## src/hdl/sad_cfg.svh

```systemverilog
`ifndef SAD_CFG_SVH
`define SAD_CFG_SVH

// window and datapath sizes
`define SAD_REF_SAMPLES      32
`define SAD_BITS_PER_SAMPLE  8
`define SAD_COUNTER_WIDTH    16  // accumulator width, msb flags saturation
`define SAD_BYTECNT_SIZE     7

// last window sample registered to trigger, in cycles
`define SAD_TRIGGER_LATENCY  5

// design code in the top two bits of the version register
`define SAD_VERSION_CODE     2'b01

// register map
`define SAD_REG_REFERENCE          8'h40
`define SAD_REG_REFEN              8'h41
`define SAD_REG_THRESHOLD          8'h42
`define SAD_REG_STATUS             8'h43  // write of any data clears
`define SAD_REG_BITS_PER_SAMPLE    8'h44
`define SAD_REG_REF_SAMPLES        8'h45
`define SAD_REG_COUNTER_WIDTH      8'h46
`define SAD_REG_MULTIPLE_TRIGGERS  8'h47
`define SAD_REG_VERSION            8'h48
`define SAD_REG_ALWAYS_ARMED       8'h49

`endif

```

## src/hdl/sad_pkg.sv

```systemverilog
`include "sad_cfg.svh"

package sad_pkg;

    typedef logic [`SAD_BITS_PER_SAMPLE-1:0] sample_t;
    typedef logic [`SAD_COUNTER_WIDTH-1:0] sad_t;  // sums and threshold
    typedef logic [`SAD_REF_SAMPLES-1:0] refen_t;

    // position 0 sits in the low byte
    typedef logic [`SAD_REF_SAMPLES*`SAD_BITS_PER_SAMPLE-1:0] ref_bank_t;

    typedef logic [$clog2(`SAD_REF_SAMPLES)-1:0] slot_t;
    typedef logic [7:0] reg_addr_t;

    typedef enum logic [1:0] {
        IDLE,
        FILL,  // first window still filling
        RUN
    } sad_phase_t;

    typedef struct packed {
        sad_t   threshold;
        refen_t refen;
        logic   multiple_triggers;
        logic   always_armed;
    } sad_config_t;

    typedef struct packed {
        logic [15:0] num_triggers;
        logic        triggered;
    } sad_status_t;

endpackage

```

## src/hdl/sad_trigger_ctrl.sv

```systemverilog
`timescale 1ns/1ns
`include "sad_cfg.svh"

module sad_trigger_ctrl (
    input  logic                         adc_sampleclk,
    input  logic                         reset,
    input  logic [`SAD_REF_SAMPLES-1:0]  slot_match,
    input  logic                         multiple_triggers,
    input  logic                         clear_pulse,
    input  logic                         arm_pulse,
    output logic                         trigger,
    output sad_pkg::sad_status_t         status
);
    import sad_pkg::*;

    logic lockout;    // single-trigger mode already fired
    logic trigger_q;

    assign lockout = status.triggered && !multiple_triggers;

    always_ff @(posedge adc_sampleclk) begin
        if (reset) begin
            trigger <= 1'b0;
            trigger_q <= 1'b0;
            status <= '0;
        end else begin
            trigger <= (|slot_match) && !lockout;
            trigger_q <= trigger;

            if (clear_pulse || arm_pulse) begin
                status <= '0;
            end else if (trigger && !trigger_q) begin
                // count rising edges, back-to-back matches count once
                status.triggered <= 1'b1;
                status.num_triggers <= status.num_triggers + 1'b1;
            end
        end
    end

    a_lockout: assert property (
        @(posedge adc_sampleclk) disable iff (reset) lockout |=> !trigger
    );

endmodule

```

## config.mk

```make
export PLATFORM = sky130hd
export DESIGN_NAME = sad_trigger_ctrl
export DESIGN_NICKNAME = d
export VERILOG_FILES = /design/src/hdl/sad_pkg.sv /design/src/hdl/sad_trigger_ctrl.sv
export VERILOG_INCLUDE_DIRS = /design/src /design/src/hdl
export SDC_FILE = /design/constraint.sdc
export NUM_CORES = 1
export LEC_CHECK = 0
export ABC_AREA = 1
export BUFFER_PORTS_ARGS = -buffer_cell sky130_fd_sc_hd__buf_2
export CORE_MARGIN = 10
export CORE_UTILIZATION = 43
export CTS_CLUSTER_DIAMETER = 50
export DETAILED_ROUTE_END_ITERATION = 8
export GPL_TIMING_DRIVEN = 0
export HOLD_SLACK_MARGIN = 0.08
export PLACE_DENSITY = 0.86
export SLEW_MARGIN = 25
export SYNTH_ARGS = -nofsm -noshare
export SYNTH_HDL_FRONTEND = slang
export SYNTH_SLANG_ARGS = --single-unit
```

## constraint.sdc

```tcl
create_clock -name adc_sampleclk -period 1.4 [get_ports adc_sampleclk]
set_input_delay 0.42 -clock adc_sampleclk [delete_from_list [all_inputs] [get_ports adc_sampleclk]]
set_output_delay 0.42 -clock adc_sampleclk [all_outputs]
set_load 0.1 [all_outputs]
```

==> results_dict.tcl <==
set metrics [dict create \
    worstMarginPinSlew_ps 309.0 \
    cts_resized 21 \
    port_buffers 54 \
    grt_pass1_wl_mm 4.623 \
    syn_nets 186 \
    yosysWarningCount 0 \
    cts_sinks 19 \
    cts.clk_slew.worst_paths_ps 120 \
    register_area_sq_um 427.9 \
    synth.avg_cell_area_sq_um 6.822 \
    wl_per_cell_um 11.94 \
    grt_start_max_net_pins 11 \
    vdd_drop_max_mv 0.4544 \
    seq_area_frac_synth_pct 37.67 \
    post-place-ws_ps -22.20 \
    htree_levels 1 \
    cts_hold_buf 0 \
    insertion_delay_ps 300 \
    syn_to_final_growth_pct 49.94 \
    p_leak_nw 0.6447 \
    place_inst 230 \
    cts_buffers 3 \
    grt_pass1_vias 1100 \
    ys_ff_latch 19 \
    worst_slack_ps 17.72 \
    cp-end-kind "output port" \
    critical-path-max-stage-delay_ps 370 \
    die_w_um 68.46 \
    num_vias 1137 \
    die_h_um 68.46 \
    startpoint_type "flip-flop" \
    cts_tree "yes" \
    grt_setup_unrepaired "false" \
    hold_slack_ps 307.1 \
    hold_class "input port to flip-flop" \
    hold_violations 0 \
    crit_slowest_cell "dfxtp_4" \
    syn-cell-area_sq_um 1010 \
    overflow 0 \
    postSynthCellCount 148 \
    synth_cell_type_count 20 \
    fin_crit_ps 1382 \
    fill_cells 205 \
    worstPathRequired_ps 980 \
    num_antenna_cells 0 \
    crit_chain "buf_4" \
    critical_path.top_delay_family "flip-flops" \
    fin_nets 245 \
    avgViaCountPerCell 4.859 \
    rows 17 \
    gp_congestion 0.7778 \
    final_max_slew_viol_count 0 \
    drive_above_1_share_pct 42.23 \
    post-route-period-util_pct 98.73 \
    maxCapViolCount 0 \
    cts_root_buf "clkbuf_4" \
    multiInputGateArea_sq_um 576.8 \
    critPathMaxFanout 3 \
    cts_buffer_depth 2 \
    power_density_nw_per_um2 616.5 \
    path_buf_inv 1 \
    drt-pass1-iter-count 4 \
    drt-total-wl_mm 2.793 \
    start_util_pct 45.21 \
    max_slew_margin_pct 79.24 \
    status "finished, final reports clean" \
    clock_skew_ps 18.26 \
    io_pins 55 \
    arrival_ps 960 \
    core_area_sq_um 2233 \
    drt_iter0_drc 33 \
    dpl.hpwl_mm 2.362 \
    drc 0 \
    max_freq_mhz 723.4 \
    final_antenna_net_count 0 \
    grtUsageTotal_pct 12.35 \
    cts_post_setup_buffers_inserted 0 \
    fin_cells 234 \
    dieArea_sq_um 4687 \
    worst-setup-path-type "flip-flop to output port" \
    setup_viol 0 \
    fin_setup_tns_ps 0 \
    antenna_found_initial 0 \
]
[synthesized netlist by cell type]
library cell  count  area (sq um)
nand2_4           1         11.26
nor2_1           30         112.6
dfxtp_1          19         380.4
nor2_2            4         25.02
nand3_2           2         20.02
o21bai_1          2         15.01
nand2_1          26         97.59
ha_1              1         12.51
and3_1            3         18.77
nor2_4            2         22.52
nor3_1            6         30.03
inv_1            18         67.56
o21ai_0           4         20.02
nand2_2           1         6.260
nand3_1           6         30.03
buf_2             1         5.000
a21oi_1          14         70.07
nor3b_1           1         7.510
nand4_1           6         37.54
nor2_8            1         20.02
[placed cells by master, fill, tap and decap left out, drive strengths merged]
cell type,count
inv,18
dfxtp,19
a21oi,14
nor2,37
buf,55
o21bai,2
nand2,28
nand3,8
nor3,6
clkbuf,4
o21ai,4
nand4,6
and3,3
nor3b,1
ha,1
[logic make-up (layout without fill, tap and decap cells)]
group           after synthesis  count (layout)  share of synthesized area (%)
fa+ha+maj                     1               1                          1.239
compound gates               20              20                          10.41
simple gates                 89              89                          43.50
buf+inv                      19              77                          7.186
flops                        19              19                          37.67
[state kept, by name, indices dropped and copies added (netlist names)]
register / count
trigger_q: 1
trigger: 1
status: 17
[worst paths after layout]
| check | cells after the start | startpoint | to | slack, ps |
|---|---|---|---|---|
| max | 1 | status[5] | status[5] | 20 |
| min reg2reg | 2 | trigger | trigger_q | 480 |
| max reg2reg | 6 | status[1] | status[12] | 160 |
| min | 2 | reset | trigger_q | 310 |
[metal layers]
layer	vias to the layer above	global-route usage (%)	part of all wire, %
met5	-	0	0
met4	0	4.523	1.0
li1	598	-	-
met3	2	4.894	11
met2	39	20.05	47
met1	498	14.30	41
[cell type report]
cell class / count / area share, %
Buffer: 1 / 0.3306
Tap cell: 28 / 2.314
Multi-Input combinational cell: 110 / 38.10
Clock buffer: 4 / 1.736
Timing Repair Buffer: 54 / 24.79
Sequential cell: 19 / 28.26
Inverter: 18 / 4.463
[where the power goes]
group | switching, W | total (W) | internal [W]
clock network | 0.000171 | 0.000282 | 0.000111
logic | 0.0000664 | 0.000121 | 0.0000545
registers | 0.00000486 | 0.000530 | 0.000526
total | 0.000242 | 0.000933 | 0.000691
[metrics by stage]
stage / cell area, sq um / total power, W / util, %
5_1_grt: 1514 / 0.0009701 / 67.79
2_1_floorplan: 1077 / 0.0006014 / -
3_5_place_dp: 1383 / 0.0006608 / 61.90
4_1_cts: 1465 / 0.0009352 / 65.60
3_3_place_gp: 1383 / 0.0006578 / 61.90
6_report: 1514 / 0.0009333 / 67.79
Note: power is estimated with default switching activity, not from simulation.
