<file path="src/hdl/sad_cfg.svh">
`ifndef SAD_CFG_SVH
`define SAD_CFG_SVH

// window and datapath sizes
`define SAD_REF_SAMPLES      32
`define SAD_BITS_PER_SAMPLE  8
`define SAD_COUNTER_WIDTH    16  // accumulator width, msb flags saturation
`define SAD_BYTECNT_SIZE     7

// last window sample registered to trigger, in cycles
`define SAD_TRIGGER_LATENCY  5

// design code in the top two bits of the version register
`define SAD_VERSION_CODE     2'b01

// register map
`define SAD_REG_REFERENCE          8'h40
`define SAD_REG_REFEN              8'h41
`define SAD_REG_THRESHOLD          8'h42
`define SAD_REG_STATUS             8'h43  // write of any data clears
`define SAD_REG_BITS_PER_SAMPLE    8'h44
`define SAD_REG_REF_SAMPLES        8'h45
`define SAD_REG_COUNTER_WIDTH      8'h46
`define SAD_REG_MULTIPLE_TRIGGERS  8'h47
`define SAD_REG_VERSION            8'h48
`define SAD_REG_ALWAYS_ARMED       8'h49

`endif

</file>
<file path="src/hdl/sad_pkg.sv">
`include "sad_cfg.svh"

package sad_pkg;

    typedef logic [`SAD_BITS_PER_SAMPLE-1:0] sample_t;
    typedef logic [`SAD_COUNTER_WIDTH-1:0] sad_t;  // sums and threshold
    typedef logic [`SAD_REF_SAMPLES-1:0] refen_t;

    // position 0 sits in the low byte
    typedef logic [`SAD_REF_SAMPLES*`SAD_BITS_PER_SAMPLE-1:0] ref_bank_t;

    typedef logic [$clog2(`SAD_REF_SAMPLES)-1:0] slot_t;
    typedef logic [7:0] reg_addr_t;

    typedef enum logic [1:0] {
        IDLE,
        FILL,  // first window still filling
        RUN
    } sad_phase_t;

    typedef struct packed {
        sad_t   threshold;
        refen_t refen;
        logic   multiple_triggers;
        logic   always_armed;
    } sad_config_t;

    typedef struct packed {
        logic [15:0] num_triggers;
        logic        triggered;
    } sad_status_t;

endpackage

</file>
<file path="src/hdl/sad_window_seq.sv">
`timescale 1ns/1ns
`include "sad_cfg.svh"

module sad_window_seq (
    input  logic                         adc_sampleclk,
    input  logic                         reset,
    input  logic                         armed_and_ready,
    input  logic                         active,
    input  logic                         xadc_error,
    input  logic                         always_armed,
    output sad_pkg::slot_t               slot,
    output logic [`SAD_REF_SAMPLES-1:0]  restart,
    output logic [`SAD_REF_SAMPLES-1:0]  report,
    output logic                         arm_pulse
);
    import sad_pkg::*;

    localparam int N = `SAD_REF_SAMPLES;
    localparam slot_t LAST_SLOT = slot_t'(N - 1);

    // restart lags slot by the two-stage lookup in the bank,
    // so the token for accumulator 0 starts two places back
    localparam logic [N-1:0] FIRST_RESTART = N'(1) << (N - 2);

    logic       enable;
    sad_phase_t phase;
    logic [1:0] run_dly;  // RUN delayed to line up with restart

    assign enable = (armed_and_ready || always_armed) && active && !xadc_error;

    always_ff @(posedge adc_sampleclk) begin
        if (reset) begin
            phase <= IDLE;
            slot <= '0;
            restart <= '0;
            run_dly <= '0;
            arm_pulse <= 1'b0;
        end else begin
            arm_pulse <= enable && (phase == IDLE);
            if (!enable) begin
                phase <= IDLE;
                slot <= '0;
                restart <= '0;
                run_dly <= '0;
            end else if (phase == IDLE) begin
                phase <= FILL;
                slot <= '0;  // first enabled sample is index 0
                restart <= FIRST_RESTART;
                run_dly <= '0;
            end else begin
                slot <= (slot == LAST_SLOT) ? '0 : slot + 1'b1;
                restart <= {restart[N-2:0], restart[N-1]};
                run_dly <= {run_dly[0], phase == RUN};
                if (phase == FILL && slot == LAST_SLOT)
                    phase <= RUN;
            end
        end
    end

    // run_dly is cleared whenever the phase leaves RUN, so this is RUN-gated
    assign report = restart & {N{run_dly[1]}};

    // the staggered bank needs exactly one accumulator restarting per cycle
    a_one_restart: assert property (
        @(posedge adc_sampleclk) disable iff (reset) (phase != IDLE) |-> $onehot(restart)
    );

endmodule

</file>
<file path="config.mk">
export PLATFORM = sky130hd
export DESIGN_NAME = sad_window_seq
export DESIGN_NICKNAME = d
export VERILOG_FILES = /design/src/hdl/sad_pkg.sv /design/src/hdl/sad_window_seq.sv
export VERILOG_INCLUDE_DIRS = /design/src /design/src/hdl
export SDC_FILE = /design/constraint.sdc
export NUM_CORES = 1
export LEC_CHECK = 0
export BUFFER_PORTS_ARGS = -buffer_cell sky130_fd_sc_hd__buf_4
export CAP_MARGIN = 0
export CORE_MARGIN = 2
export CORE_UTILIZATION = 25
export CTS_CLUSTER_DIAMETER = 80
export DETAILED_ROUTE_END_ITERATION = 8
export HOLD_SLACK_MARGIN = 0.12
export PLACE_DENSITY = 0.55
export SLEW_MARGIN = 20
export SYNTH_ARGS = -nofsm -noshare
export SYNTH_HDL_FRONTEND = slang
export SYNTH_SLANG_ARGS = --single-unit
</file>
<file path="constraint.sdc">
create_clock -name adc_sampleclk -period 2.7 [get_ports adc_sampleclk]
set_input_delay 0.27 -clock adc_sampleclk [delete_from_list [all_inputs] [get_ports adc_sampleclk]]
set_output_delay 0.27 -clock adc_sampleclk [all_outputs]
set_load 0.02 [all_outputs]
</file>
==> results.py <==
metrics = {
    "yosys": {
        "post_synth_inst_count": 139,
        "mappedNetlistArea_um2": 1450,
        "synth_fp_nets": 147,
        "yosysSeqAreaShare_pct": 57.9,
        "synth.avg_cell_area_um2": 10.4,
        "synth_seq_cells": 42,
        "yosysTopAreaCell": "sky130_fd_sc_hd__dfxtp_1",
        "synth.top_cell.area_share_pct": 57.9,
        "netlist_top_cells_area": "sky130_fd_sc_hd__dfxtp_1, sky130_fd_sc_hd__and2_1, sky130_fd_sc_hd__ha_1",
        "synth_cell_types": 21,
        "ys_warn_count": 0,
    },
    "sta": {
        "fin_skew_ns": 0.00463,
        "grt_setup_unrepaired": "no",
        "post-route-min-period_ns": 1.78,
        "report.final.hold_viol_count": 0,
        "final_setup_violation_count": 0,
        "max_freq_mhz": 561,
        "timing.final.crit_share_pct": 66.0,
        "tns_ns": 0,
        "tightest_slew_ns": 0.784,
        "worst_slew_margin_rel_pct": 47.6,
        "timing_max_transition_violations_final": 0,
    },
    "clocking": {
        "numClockSinks": 42,
        "clk-insertion-delay-late_ns": 0.29,
        "number_of_buffers_created_by_cts": 5,
        "cts_htree_levels": 2,
        "clk_pin_slew_ns": 0.08,
        "cts_tree": "built",
        "post_cts.resized_instances": 0,
        "post_cts_buffers": 0,
        "post_cts_hold_buffer_count": 0,
        "cts-root-buf": "sky130_fd_sc_hd__clkbuf_8",
        "cts_max_path_buffers": 2,
    },
    "layout": {
        "seqCellArea_um2": 841,
        "fill_cells": 588,
        "areaGrowthSynthToFinish_pct": 51.8,
        "finalCoreUtilization_pct": 39.8,
        "antenna_cells_inserted": 0,
        "multiInputGateArea_um2": 593,
        "fin_nets": 224,
        "final_area_um2": 2200,
        "post_route_cells_drive_above_1_share_pct": 41.0,
    },
    "flow_run": {
        "cap_violations": 0,
    },
    "pwr": {
        "power.density_cell_area_nw_per_um2": 509,
        "vdd_ir_drop_max_mv": 0.196,
        "finalPower_mw": 1.12,
        "power.leakage_nw": 1.06,
    },
    "detailed_routing": {
        "drt_drc_violations_left": 0,
        "drtPass1Iterations": 2,
        "final_wirelength_um": 3180,
        "route.vias.total": 1149,
        "viasPerCell": 3.98,
        "post_drt_wl_per_cell_um": 11.0,
        "remaining_antenna_violation_count": 0,
        "drt_iter0_drc": 32,
    },
    "worst_setup_path": {
        "timing.setup.critical_path_class": "flip-flop to output pin",
        "critPathArrivalTime_ns": 1.51,
        "data_required_time_at_the_worst_endpoint_ns": 2.43,
        "worstPathMaxFanout": 32,
        "kind_of_start_point_of_the_critical_path": "flip-flop",
        "setup.worst_path.end_class": "output pin",
    },
    "placement": {
        "post_dp_cell_area_um2": 2090,
        "place_congestion": 0.643,
        "port-buffer-count": 75,
        "post-dp-hpwl_um": 2310,
    },
    "grt": {
        "global_route.overflow_total": 0,
        "number_of_antenna_violations_at_the_first_check_in_global_routing": 0,
        "grt_start_max_net_pins": 33,
        "grt_first_pass_wirelength_um": 4810,
        "grt.total_usage_pct": 10.0,
        "first_global_vias": 1003,
    },
    "floorplan": {
        "die-area_um2": 6430,
        "floorplan.initialDensity_pct": 26.2,
        "die_x_um": 80.2,
        "core_region_area_um2": 5540,
        "die_y_um": 80.2,
        "rows": 27,
        "pin_count": 76,
    },
    "hold_path": {
        "holdCritPathClass": "input port to flip-flop",
    },
    "run_status": {
        "status": "complete, no violations",
    },
}
-- critical path, stage by stage, from the launching register on --
cell,delay [ns]
sky130_fd_sc_hd__dfxtp_1,0.83
sky130_fd_sc_hd__and2_1,0.24
sky130_fd_sc_hd__buf_4,0.14
-- cells by family after synthesis --
family	count (synthesis)	share of synthesized area [%]
adders and majority gates	2	1.72
xor gates and xnor gates	2	1.21
buffers and inverters	6	1.81
and+or+nand+nor	85	36.6
DFF	42	57.9
AOI/OAI and AO/OA	2	0.689
-- synth_stat cells (all sizes together) --
cell type and instances:
and2 64, dfxtp 42, nor2 7, clkbuf 6, nor3 4, ha 2, nor3b 2, a21oi 1
and3 1, nand2 1, nand2b 1, nand3 1, nor4 1, o21ai 1, or2b 1, or3 1
or4 1, xnor2 1, xor2 1
-- metal layers --
layer / wire length (um) / track usage (%) / vias up
met5: 0 / 0 / -
met4: 85 / 5.76 / 0
met3: 304 / 4.38 / 8
met2: 1450 / 15.7 / 44
met1: 1340 / 11.2 / 515
li1: - / - / 582
-- area by class of cell --
type,count,share of cell area [%]
clock buffer,5,3.12
sequential,42,38.2
timing repair buffer,76,25.9
clock inverter,3,1.82
multi-input combinational,91,26.9
tap,72,4.09
-- sequential cells by signal, indices dropped and copies added (netlist names) --
name       flops
arm_pulse      1
phase          2
slot           5
run_dly        2
restart       32
-- where the power goes --
part / internal, mW / total (mW) / switching, mW
sequential: 0.620 / 0.622 / 0.00144
combinational: 0.00914 / 0.0180 / 0.00886
clock: 0.272 / 0.481 / 0.209
-- per-stage QoR --
stage | hold slack [ns] | std cells | setup slack, ns
2_1_floorplan | 0.406 | 139 | 1.28
3_3_place_gp | 0.409 | 281 | 1.21
3_5_place_dp | 0.412 | 281 | 1.17
4_1_cts | 0.312 | 289 | 0.843
5_1_grt | 0.317 | 289 | 0.704
6_report | 0.318 | 289 | 0.917
-- path summary, 6_finish.rpt --
| kind | cells past startpoint | to | from | slack [ns] |
|---|---|---|---|---|
| worst min register to register | 1 | run_dly[1] | run_dly[0] | 0.43 |
| worst min-delay path | 3 | slot[0] | xadc_error | 0.32 |
| worst max-delay path | 2 | report[15] | run_dly[1] | 0.92 |
| worst max register to register | 6 | phase[0] | slot[0] | 1.28 |
-- cells in the final DEF, fill, tap and decap left out, types with 2 or more instances in the layout --
master	synthesis	layout
sky130_fd_sc_hd__nor3_1	4	4
sky130_fd_sc_hd__clkbuf_8	0	5
sky130_fd_sc_hd__nor2_1	6	6
sky130_fd_sc_hd__nor3b_1	2	2
sky130_fd_sc_hd__ha_1	2	2
sky130_fd_sc_hd__dfxtp_1	42	42
sky130_fd_sc_hd__clkinv_2	0	2
sky130_fd_sc_hd__and2_1	64	64
sky130_fd_sc_hd__buf_4	0	76
No activity file was read; power rests on OpenSTA's default activity.
