[src/hdl/sad_cfg.svh]
`ifndef SAD_CFG_SVH
`define SAD_CFG_SVH

// window and datapath sizes
`define SAD_REF_SAMPLES      32
`define SAD_BITS_PER_SAMPLE  8
`define SAD_COUNTER_WIDTH    16  // accumulator width, msb flags saturation
`define SAD_BYTECNT_SIZE     7

// last window sample registered to trigger, in cycles
`define SAD_TRIGGER_LATENCY  5

// design code in the top two bits of the version register
`define SAD_VERSION_CODE     2'b01

// register map
`define SAD_REG_REFERENCE          8'h40
`define SAD_REG_REFEN              8'h41
`define SAD_REG_THRESHOLD          8'h42
`define SAD_REG_STATUS             8'h43  // write of any data clears
`define SAD_REG_BITS_PER_SAMPLE    8'h44
`define SAD_REG_REF_SAMPLES        8'h45
`define SAD_REG_COUNTER_WIDTH      8'h46
`define SAD_REG_MULTIPLE_TRIGGERS  8'h47
`define SAD_REG_VERSION            8'h48
`define SAD_REG_ALWAYS_ARMED       8'h49

`endif

[src/hdl/sad_pkg.sv]
`include "sad_cfg.svh"

package sad_pkg;

    typedef logic [`SAD_BITS_PER_SAMPLE-1:0] sample_t;
    typedef logic [`SAD_COUNTER_WIDTH-1:0] sad_t;  // sums and threshold
    typedef logic [`SAD_REF_SAMPLES-1:0] refen_t;

    // position 0 sits in the low byte
    typedef logic [`SAD_REF_SAMPLES*`SAD_BITS_PER_SAMPLE-1:0] ref_bank_t;

    typedef logic [$clog2(`SAD_REF_SAMPLES)-1:0] slot_t;
    typedef logic [7:0] reg_addr_t;

    typedef enum logic [1:0] {
        IDLE,
        FILL,  // first window still filling
        RUN
    } sad_phase_t;

    typedef struct packed {
        sad_t   threshold;
        refen_t refen;
        logic   multiple_triggers;
        logic   always_armed;
    } sad_config_t;

    typedef struct packed {
        logic [15:0] num_triggers;
        logic        triggered;
    } sad_status_t;

endpackage

[src/hdl/sad_accum_bank.sv]
`timescale 1ns/1ns
`include "sad_cfg.svh"

module sad_accum_bank (
    input  logic                         adc_sampleclk,
    input  logic                         reset,
    input  sad_pkg::sample_t             adc_datain,
    input  sad_pkg::ref_bank_t           ref_bank,
    input  sad_pkg::refen_t              refen,
    input  sad_pkg::sad_t                threshold,
    input  sad_pkg::slot_t               slot,
    input  logic [`SAD_REF_SAMPLES-1:0]  restart,
    input  logic [`SAD_REF_SAMPLES-1:0]  report,
    output logic [`SAD_REF_SAMPLES-1:0]  slot_match
);
    import sad_pkg::*;

    localparam int N = `SAD_REF_SAMPLES;
    localparam int W = `SAD_BITS_PER_SAMPLE;
    localparam int MSB = `SAD_COUNTER_WIDTH - 1;

    sample_t adc_r;
    sample_t adc_r2;  // lines up with the per-slot reference lookup

    always_ff @(posedge adc_sampleclk) begin
        adc_r <= adc_datain;
        adc_r2 <= adc_r;
    end

    for (genvar k = 0; k < N; k++) begin : g_acc
        slot_t   pos;
        sample_t ref_r;
        logic    en_r;
        sample_t incr;
        sad_t    sum;
        logic    match;

        // position of adc_r within this accumulator's window
        assign pos = (slot >= k) ? slot_t'(slot - k) : slot_t'(slot + N - k);

        always_ff @(posedge adc_sampleclk) begin
            ref_r <= ref_bank[pos*W +: W];
            en_r <= refen[pos];

            if (!en_r)
                incr <= '0;  // masked position
            else if (adc_r2 > ref_r)
                incr <= adc_r2 - ref_r;
            else
                incr <= ref_r - adc_r2;

            if (restart[k])
                sum <= sad_t'(incr);
            else if (!sum[MSB])  // stick once saturated
                sum <= sum + sad_t'(incr);
        end

        // sum is complete in the cycle the accumulator restarts
        always_ff @(posedge adc_sampleclk) begin
            if (reset)
                match <= 1'b0;
            else
                match <= report[k] && (sum <= threshold);
        end

        assign slot_match[k] = match;
    end

endmodule

[config.mk]
export PLATFORM = sky130hd
export DESIGN_NAME = sad_accum_bank
export DESIGN_NICKNAME = d
export VERILOG_FILES = /design/src/hdl/sad_pkg.sv /design/src/hdl/sad_accum_bank.sv
export VERILOG_INCLUDE_DIRS = /design/src /design/src/hdl
export SDC_FILE = /design/constraint.sdc
export NUM_CORES = 2
export LEC_CHECK = 0
export BUFFER_PORTS_ARGS = -buffer_cell sky130_fd_sc_hd__buf_2
export CORE_MARGIN = 2
export CORE_UTILIZATION = 55
export DETAILED_ROUTE_END_ITERATION = 6
export GPL_TIMING_DRIVEN = 0
export PLACE_DENSITY_LB_ADDON = 0.12
export SKIP_LAST_GASP = 1
export SYNTH_ARGS = -nofsm -noshare
export SYNTH_HDL_FRONTEND = slang
export SYNTH_SLANG_ARGS = --single-unit
[constraint.sdc]
create_clock -name adc_sampleclk -period 7.6 [get_ports adc_sampleclk]
set_input_delay 0.38 -clock adc_sampleclk [delete_from_list [all_inputs] [get_ports adc_sampleclk]]
set_output_delay 0.38 -clock adc_sampleclk [all_outputs]
set_load 0.01 [all_outputs]
==> results_dict.tcl <==
set metrics [dict create \
    layout.nets 12100 \
    switching_share_pct 42.7 \
    final-hold-violation-count 0 \
    first_pass_iters 7 \
    nFillCells 14500 \
    pwr-share-comb_pct 52.2 \
    async_flop_share_pct 0 \
    reg2reg_from "adc_r2[3]$_DFF_P_" \
    postCtsSetupRepairBufs 0 \
    synth-warning-count 0 \
    yosysUniqueCellTypes 72 \
    p_clk_share_pct 19.7 \
    hold_path_class "input pin to register" \
    worst-setup-path-type "input pin to register" \
    fin_skew_ps 55.9 \
    slew_violations 33 \
    gp_congestion 1.17 \
    endpoint_kind "register" \
    start_kind "input pin" \
    synth_edf_count 256 \
    status "finished with violations" \
    mostFrequentLayoutCell "ha_1" \
    die_area_um2 179000 \
    cts_buffer_depth 3 \
    setup_viol 0 \
    via_per_inst 6.74 \
    grt_pass1_vias 83100 \
    grt_pass1_wl_mm 559 \
    pin_count 415 \
    fmax_mhz 184 \
    cp_data_required_time_ps 8300 \
    drtIter0Drc 9080 \
    critPathMaxFanout 10 \
    fin_ws_ps 2180 \
    port_buffers 402 \
    powerDensity_nw_per_um2 320 \
    fp.dieW_um 423 \
    cts_max_level 4 \
    grt_start_max_net_pins 50 \
    internal_power_mw 19.8 \
    min_from "restart[1]" \
    dp_slack_ps 1770 \
    ys.flop_type "dfxtp_1" \
    cap_viol_max_count 3 \
    crit_start "slot[1]" \
    path_clk_slew_ps 60 \
    period_share_pct 71.3 \
    cts_root_buffer "clkbuf_16" \
    ys_ff_latch 1104 \
    clock_sinks 1104 \
    gr-total-overflow 0 \
    cts_hold_buf 59 \
    arrival_ps 6120 \
    routedWlPerCell_um 30.1 \
    clk-insertion-delay-late_ps 860 \
    drive_above_1_share_pct 17.6 \
    power.switching_mw 14.8 \
    numCtsBuffers 136 \
    worst_pin_slew_ps 1570 \
    rsz0062_at_grt "no" \
    grt_use_total_pct 42.5 \
    cts_resized 0 \
    wirelength_mm 389 \
    layout_common_cells "ha_1, dfxtp_1, nand2_1, a21oi_1, mux4_2" \
    start_util_pct 55.4 \
    setup_tns_ps 0 \
    period_needed_ps 5420 \
    rows 153 \
    yosysSeqAreaShare_pct 25.6 \
    ir_worst_vdd_mv 0.291 \
    p_seq_share_pct 28.1 \
    p_leak_nw 48.0 \
    core_um2 174000 \
    syn_avg_cell_area_um2 9.96 \
    postLayoutCoreUtil_pct 62.1 \
    syn_inst 9684 \
    dpl.hpwl_mm 306 \
    cts_tree "done" \
    slew_headroom_pct -4.96 \
    drcViolationCount 12 \
    area_delta_synth_final_pct 12.1 \
    ant_nets 0 \
    routed-via-count 87000 \
    violations "design-rule violations, max-capacitance violations, max-slew violations" \
    die_h_um 423 \
    synth_nets 11400 \
    antenna_found_initial 158 \
    syn_area_um2 96400 \
]
worst max-delay path, stage by stage:
cell and delay (ps):
buf_2 130, clkbuf_1 190, buf_2 350, buf_1 880, inv_1 300, ha_1 370
buf_4 190, clkbuf_1 540, buf_1 1210, mux4_2 610, nand2_1 120, nand2_1 240
mux4_2 580
path summary, 6_finish.rpt:
| check | to | slack, ps | cells after the start |
|---|---|---|---|
| setup / recovery | g_acc[31].ref_r[6]$_DFF_P_ | 2180 | 13 |
| hold / removal | g_acc[1].sum[9]$_SDFFE_PP0N_ | 30 | 3 |
| setup reg to reg | g_acc[14].incr[6]$_SDFF_PN0_ | 3190 | 10 |
| hold reg to reg | adc_r2[5]$_DFF_P_ | 310 | 0 |
layout make-up:
class                           count  area (um2)  area share (%)
Antenna cell                      142         355           0.329
Timing Repair Buffer              502        3510            3.25
Sequential cell                  1104       24700            22.8
Tap cell                         2325        2910            2.69
Multi-Input combinational cell   7694       68200            63.1
Clock buffer                      183        3920            3.63
Clock inverter                     70         756           0.699
Buffer                            359        1700            1.57
Inverter                          527        2020            1.87
cell usage after synthesis (49+ instances only):
cell         n  area, um2
a221oi_1    80        701
o21ai_0    365       1830
nor3_1     125        626
o211ai_1    69        518
o31ai_1    116        871
nand3_1    151        756
mux2i_1    184       1840
xnor2_1    253       2220
a31oi_1     49        307
a21oi_1    623       3120
or3_1       56        350
xor2_1     162       1420
a21o_1     359       2700
edfxtp_1   256       7690
nand2b_1   238       1490
ha_1      1260      15800
buf_2       51        255
a21boi_0    51        383
nor2b_1    162       1010
clkbuf_1   212        796
mux4_2     570      12800
o21a_1      55        413
mux2_2     299       3370
a22o_1     108        946
and3_1      96        601
nand2_1    659       2470
dfxtp_1    848      17000
and2_1      91        569
fa_1        96       1920
nor2_1     503       1890
or2_2       73        457
a211oi_1   158       1190
inv_1      527       1980
nand4_1    177       1110
metrics by stage:
| step | instance area (um2) | hold WS, ps | power [mW] | std cells |
|---|---|---|---|---|
| floorplan | 96400 | 310 | 22.1 | 9684 |
| global placement | 101000 | 310 | 26.4 | 12400 |
| detailed placement | 102000 | 312 | 27.1 | 12500 |
| CTS | 108000 | 12.0 | 34.1 | 12800 |
| global route | 108000 | 43.2 | 36.7 | 12900 |
| finish | 108000 | 34.9 | 34.6 | 12900 |
sequential cells by signal, summed over array words and instances, names as in the netlist:
name and count:
adc_r2 8, g_acc.match 32, adc_r 8, g_acc.incr 256, g_acc.ref_r 256, g_acc.en_r 32, g_acc.sum 512
power by group through the flow:
| stage | Sequential, mW | Clock (mW) | Combinational, mW |
|---|---|---|---|
| global route | 9.86 | 7.11 | 19.7 |
| finish | 9.70 | 6.82 | 18.0 |
| floorplan | 9.05 | 0 | 13.0 |
| CTS | 9.65 | 6.89 | 17.5 |
| global placement | 9.74 | 0 | 16.7 |
| detailed placement | 9.75 | 0 | 17.4 |
routing by layer:
layer / wire [um] / vias to the layer above / GRT usage, %
met2: 164000 / 5100 / 61.7
met5: 694 / - / 1.08
met3: 44100 / 1478 / 15.2
met4: 38100 / 60 / 35.5
li1: - / 38100 / -
met1: 142000 / 42200 / 50.1
logic make-up (layout without fill, tap and decap cells):
kind of cell | Yosys count | count (layout) | synth area share (%)
muxes | 1059 | 1059 | 18.9
and+or+nand+nor | 2454 | 2454 | 12.7
AOI/OAI and AO/OA | 2409 | 2409 | 16.9
buffers and inverters | 886 | 1641 | 3.81
DFF | 1104 | 1104 | 25.6
adders and majority gates | 1356 | 1356 | 18.3
other | 0 | 142 | 0
xor gates and xnor gates | 416 | 416 | 3.79
Note: power is estimated with default switching activity, not from simulation.
