--- src/hdl/sad_cfg.svh ---
`ifndef SAD_CFG_SVH
`define SAD_CFG_SVH

// window and datapath sizes
`define SAD_REF_SAMPLES      32
`define SAD_BITS_PER_SAMPLE  8
`define SAD_COUNTER_WIDTH    16  // accumulator width, msb flags saturation
`define SAD_BYTECNT_SIZE     7

// last window sample registered to trigger, in cycles
`define SAD_TRIGGER_LATENCY  5

// design code in the top two bits of the version register
`define SAD_VERSION_CODE     2'b01

// register map
`define SAD_REG_REFERENCE          8'h40
`define SAD_REG_REFEN              8'h41
`define SAD_REG_THRESHOLD          8'h42
`define SAD_REG_STATUS             8'h43  // write of any data clears
`define SAD_REG_BITS_PER_SAMPLE    8'h44
`define SAD_REG_REF_SAMPLES        8'h45
`define SAD_REG_COUNTER_WIDTH      8'h46
`define SAD_REG_MULTIPLE_TRIGGERS  8'h47
`define SAD_REG_VERSION            8'h48
`define SAD_REG_ALWAYS_ARMED       8'h49

`endif

--- src/hdl/sad_pkg.sv ---
`include "sad_cfg.svh"

package sad_pkg;

    typedef logic [`SAD_BITS_PER_SAMPLE-1:0] sample_t;
    typedef logic [`SAD_COUNTER_WIDTH-1:0] sad_t;  // sums and threshold
    typedef logic [`SAD_REF_SAMPLES-1:0] refen_t;

    // position 0 sits in the low byte
    typedef logic [`SAD_REF_SAMPLES*`SAD_BITS_PER_SAMPLE-1:0] ref_bank_t;

    typedef logic [$clog2(`SAD_REF_SAMPLES)-1:0] slot_t;
    typedef logic [7:0] reg_addr_t;

    typedef enum logic [1:0] {
        IDLE,
        FILL,  // first window still filling
        RUN
    } sad_phase_t;

    typedef struct packed {
        sad_t   threshold;
        refen_t refen;
        logic   multiple_triggers;
        logic   always_armed;
    } sad_config_t;

    typedef struct packed {
        logic [15:0] num_triggers;
        logic        triggered;
    } sad_status_t;

endpackage

--- src/hdl/sad_regs.sv ---
`timescale 1ns/1ns
`include "sad_cfg.svh"

module sad_regs (
    input  logic                          adc_sampleclk,
    input  logic                          reset,
    input  sad_pkg::reg_addr_t            reg_address,
    input  logic [`SAD_BYTECNT_SIZE-1:0]  reg_bytecnt,
    input  logic [7:0]                    reg_datai,
    output logic [7:0]                    reg_datao,
    input  logic                          reg_read,
    input  logic                          reg_write,
    input  sad_pkg::sad_status_t          status,
    output sad_pkg::sad_config_t          cfg,
    output sad_pkg::ref_bank_t            ref_bank,
    output logic                          clear_pulse
);
    import sad_pkg::*;

    localparam int REF_BYTES = `SAD_REF_SAMPLES * `SAD_BITS_PER_SAMPLE / 8;
    localparam int REFEN_BYTES = `SAD_REF_SAMPLES / 8;
    localparam int THR_BYTES = `SAD_COUNTER_WIDTH / 8;

    logic [31:0] status_word;
    logic [7:0]  version_byte;

    assign status_word = {8'b0, status.num_triggers, 7'b0, status.triggered};
    assign version_byte = {2'(`SAD_VERSION_CODE), 6'(`SAD_TRIGGER_LATENCY)};

    // one byte lane of a 32-bit word, zero past the top
    function automatic logic [7:0] lane_byte(input logic [31:0] word,
                                             input logic [`SAD_BYTECNT_SIZE-1:0] lane);
        logic [7:0] b;
        b = 8'h00;
        if (lane < 4)
            b = word[lane*8 +: 8];
        return b;
    endfunction

    always_comb begin
        reg_datao = 8'h00;
        if (reg_read) begin
            case (reg_address)
                `SAD_REG_REFERENCE: begin
                    if (reg_bytecnt < REF_BYTES)
                        reg_datao = ref_bank[reg_bytecnt*8 +: 8];
                end
                `SAD_REG_REFEN:             reg_datao = lane_byte(cfg.refen, reg_bytecnt);
                `SAD_REG_THRESHOLD:         reg_datao = lane_byte(32'(cfg.threshold), reg_bytecnt);
                `SAD_REG_STATUS:            reg_datao = lane_byte(status_word, reg_bytecnt);
                `SAD_REG_BITS_PER_SAMPLE:   reg_datao = 8'(`SAD_BITS_PER_SAMPLE);
                `SAD_REG_REF_SAMPLES:       reg_datao = lane_byte(32'(`SAD_REF_SAMPLES), reg_bytecnt);
                `SAD_REG_COUNTER_WIDTH:     reg_datao = 8'(`SAD_COUNTER_WIDTH);
                `SAD_REG_MULTIPLE_TRIGGERS: reg_datao = {7'b0, cfg.multiple_triggers};
                `SAD_REG_VERSION:           reg_datao = version_byte;
                `SAD_REG_ALWAYS_ARMED:      reg_datao = {7'b0, cfg.always_armed};
                default:                    reg_datao = 8'h00;
            endcase
        end
    end

    always_ff @(posedge adc_sampleclk) begin
        if (reset) begin
            ref_bank <= '0;
            cfg <= '{threshold: '0, refen: '1, multiple_triggers: 1'b0, always_armed: 1'b0};
            clear_pulse <= 1'b0;
        end else begin
            clear_pulse <= reg_write && (reg_address == `SAD_REG_STATUS);
            if (reg_write) begin
                case (reg_address)
                    `SAD_REG_REFERENCE: begin
                        if (reg_bytecnt < REF_BYTES)
                            ref_bank[reg_bytecnt*8 +: 8] <= reg_datai;
                    end
                    `SAD_REG_REFEN: begin
                        if (reg_bytecnt < REFEN_BYTES)
                            cfg.refen[reg_bytecnt*8 +: 8] <= reg_datai;
                    end
                    `SAD_REG_THRESHOLD: begin
                        if (reg_bytecnt < THR_BYTES)  // upper lanes read back as zero
                            cfg.threshold[reg_bytecnt*8 +: 8] <= reg_datai;
                    end
                    `SAD_REG_MULTIPLE_TRIGGERS: cfg.multiple_triggers <= reg_datai[0];
                    `SAD_REG_ALWAYS_ARMED:      cfg.always_armed <= reg_datai[0];
                    default: ;
                endcase
            end
        end
    end

    // host side never issues both strobes in one cycle
    a_no_read_write: assert property (
        @(posedge adc_sampleclk) disable iff (reset) !(reg_read && reg_write)
    );

endmodule

--- config.mk ---
export PLATFORM = sky130hd
export DESIGN_NAME = sad_regs
export DESIGN_NICKNAME = d
export VERILOG_FILES = /design/src/hdl/sad_pkg.sv /design/src/hdl/sad_regs.sv
export VERILOG_INCLUDE_DIRS = /design/src /design/src/hdl
export SDC_FILE = /design/constraint.sdc
export NUM_CORES = 1
export LEC_CHECK = 0
export BUFFER_PORTS_ARGS = -buffer_cell sky130_fd_sc_hd__buf_2
export CAP_MARGIN = 0
export CORE_MARGIN = 5
export CORE_UTILIZATION = 44
export CTS_BUF_LIST = sky130_fd_sc_hd__clkbuf_4
export DETAILED_ROUTE_END_ITERATION = 12
export PLACE_DENSITY = 0.67
export SYNTH_ARGS = -nofsm -noshare
export SYNTH_HDL_FRONTEND = slang
export SYNTH_SLANG_ARGS = --single-unit
--- constraint.sdc ---
create_clock -name adc_sampleclk -period 6.9 [get_ports adc_sampleclk]
set_clock_uncertainty 0.15 [all_clocks]
set_input_delay 0.69 -clock adc_sampleclk [delete_from_list [all_inputs] [get_ports adc_sampleclk]]
set_output_delay 0.69 -clock adc_sampleclk [all_outputs]
set_load 0.005 [all_outputs]
==> results.cfg <==
[clock_network]
cts_buffers = 83
clockRootBuffer = clkbuf_4
post_cts_resized = 0
cts_tree = built
cts_setup_buffers = 0
holdBufCountCts = 0
clk_path_buf_depth = 3
cts.sinks = 307
clk_latency_ns = 0.74
htreeDepth = 3
path_clk_slew_ns = 0.06

[worst_setup_path]
path_buf_inv = 4
arrival_ns = 5.02
reg2regPathDepth = 2
cpLargestDelayFamily = simple AND/OR/NAND/NOR gates
path_cells = buf_4, inv_1, ha_1, nand3b_1, inv_1, ha_1, buf_4, nand2b_1, nor4_1, nand3_2, mux2i_1
reg2reg_slack_ns = 5.84
critPathKind = in2reg
critPathSlowestCell = nor4_1
endpoint_kind = flip-flop
start_kind = primary input
required_ns = 7.37
reg2reg_from = ref_bank[208]
r2r-end = ref_bank[208]
cp_max_fo = 62
slowest_delay_ns = 0.84

[grt]
grt_pass1_wl_um = 93300
grt_antenna_before_repair = 7
grt_overflow = 0
grtUsageTotal_pct = 30.1
grt_pass1_vias = 14082
grt_max_degree = 197

[run_status]
status = finished, final reports clean

[detailed_routing]
vias = 14330
drtIter0Drc = 1603
postRouteWirelength_um = 63400
drc_errors = 0
antenna_left = 0
vias_per_cell = 5.99
wire_per_inst_um = 26.5
first_pass_iters = 5

[sta]
worst_pin_slew_ns = 1.26
maxSlewHeadroom_pct = 15.8
finalSetupViolCount = 0
rsz0062_at_grt = no
hold_violations = 0
fmax_ghz = 0.220
period_minus_slack_ns = 4.55
fin_setup_tns_ns = 0
fin_crit_sh_pct = 66.0
finalMaxSlewViolations = 0

[die]
fp.dieArea_um2 = 40300
dieHeight_um = 201
rows = 69
initial_utilization_pct = 44.8
boundaryPins = 359
core_area_um2 = 35700
die_w_um = 201

[yosys]
syn-cell-area_um2 = 16000
seq_area_frac_synth_pct = 38.4
netlist_top_cells_area = dfxtp_1, mux2i_1, nand2b_1, mux4_2, clkbuf_1
synth_flop_cell = dfxtp_1
yosys_warnings = 0
ys_types = 73
yosysTopAreaCell = dfxtp_1
syn_nets = 1572
async_flop_share_pct = 0
ys_ff_latch = 307
yosysTopAreaCellShare_pct = 38.4
avgSynthCellArea_um2 = 10.5
synth_edf_count = 0
synthCells = 1525

[hold_path]
hold_path_class = in2reg
worstHoldEndpoint = clear_pulse
hold_depth = 4
holdCritStartpoint = reg_address[7]

[place]
portBuffers = 358
dp_cells = 2245
dp_hpwl_um = 46200
place_area_um2 = 18000
place_congestion = 0.928

[power]
p_per_area_nw_per_um2 = 192
totalPowerFinal_w = 0.00365
power.leakage_nw = 8.57
vdd_drop_max_mv = 0.123

[final_layout]
stdcell_area_um2 = 19000
fillers = 3282
area_growth_syn_to_layout_pct = 18.9
nets = 1917
drive_gt1_share_pct = 32.9
final_cells = 2393

[job]
drv_cap = 0
[how the worst max path moves through the flow]
stage	start	end	slack, ns	cells past startpoint
floorplan	reg_bytecnt[1]	ref_bank[49]	2.49	17
global placement	reg_bytecnt[1]	ref_bank[112]	1.84	11
detailed placement	reg_bytecnt[1]	ref_bank[114]	1.75	11
CTS	reg_bytecnt[0]	reg_datao[5]	2.00	8
global route	reg_bytecnt[1]	ref_bank[70]	2.11	8
finish	reg_bytecnt[1]	ref_bank[113]	2.35	11
[metrics by stage]
stage          hold WS (ns)  utilization (%)  worst slack (ns)
2_1_floorplan         0.325                -              2.49
3_3_place_gp          0.325             50.4              1.84
3_5_place_dp          0.329             50.4              1.75
4_1_cts              0.0459             53.2              2.00
5_1_grt              0.0917             53.2              2.11
6_report              0.129             53.2              2.35
[Yosys cell counts, types with 3 or more instances]
cell type	number
buf_4	7
nand4_1	18
nand3_1	51
ha_1	3
nor3b_1	5
o22ai_1	14
or2_2	9
buf_2	25
a22oi_1	19
and3_1	13
mux2i_1	302
and4_1	3
and2_1	3
nand2b_1	287
nor2_1	66
clkbuf_1	71
buf_1	5
nor2b_1	12
nand3_2	19
nand2_1	45
a21oi_1	22
inv_1	7
nor4_1	6
dfxtp_1	307
nor3_1	15
nand3b_1	13
mux4_2	79
o21ai_0	25
buf_6	3
nor3_4	6
a211oi_1	9
[power breakdown]
| part | switching [W] | internal [W] |
|---|---|---|
| clock | 0.000780 | 0.000826 |
| combinational | 0.000186 | 0.0000843 |
| sequential | 0.0000000139 | 0.00177 |
[kinds of logic after synthesis]
logic type,synth area share [%]
AO/OA/AOI/OAI,5.46
XOR/XNOR,0.164
adder cells (fa/ha/maj),0.235
buffers and inverters,3.29
flip-flops,38.4
multiplexers,30.1
AND/OR/NAND/NOR,22.4
[cell type report]
type,instances,area [um^2],area share (%)
Clock buffer,126,946,4.97
Inverter,8,30.0,0.158
Multi-Input combinational cell,1099,9340,49.1
Timing Repair Buffer,371,1910,10.1
Tap cell,461,577,3.03
Antenna cell,4,10.0,0.0526
Clock inverter,17,66.3,0.349
Sequential cell,307,6150,32.3
[worst min-delay path, cell delays in order]
cell,delay (ns)
buf_2,0.10
nor4b_4,0.07
nand2_1,0.06
nor3_1,0.04
[routing by layer]
layer	vias to the layer above	track usage, %	part of all wire, %
li1	6244	-	-
met1	7071	39.8	40
met2	851	47.6	46
met5	-	0	0.039
met4	6	12.0	4.2
met3	158	7.43	10
[registers in the layout, summed over array words and instances (netlist names)]
register and flops:
cfg 50, clear_pulse 1, ref_bank 256
[cells in the final DEF, fill, tap and decap left out, types with 4 or more instances in the layout]
master / n
or2_2: 9
nor3_4: 6
nand4_1: 18
mux2i_1: 302
o21ai_0: 25
nand2_1: 45
nand2b_1: 287
nand3b_1: 13
nor2_1: 66
a22oi_1: 19
mux4_2: 79
nor4_1: 6
dfxtp_1: 307
clkbuf_4: 126
nand3_2: 19
nor3b_1: 4
nor3_1: 15
diode_2: 4
nor2b_1: 12
a21oi_1: 22
and3_1: 13
buf_2: 355
nand3_1: 51
o22ai_1: 14
a211oi_1: 9
buf_4: 12
clkinv_1: 15
inv_1: 7
Note: power is estimated with default switching activity, not from simulation.
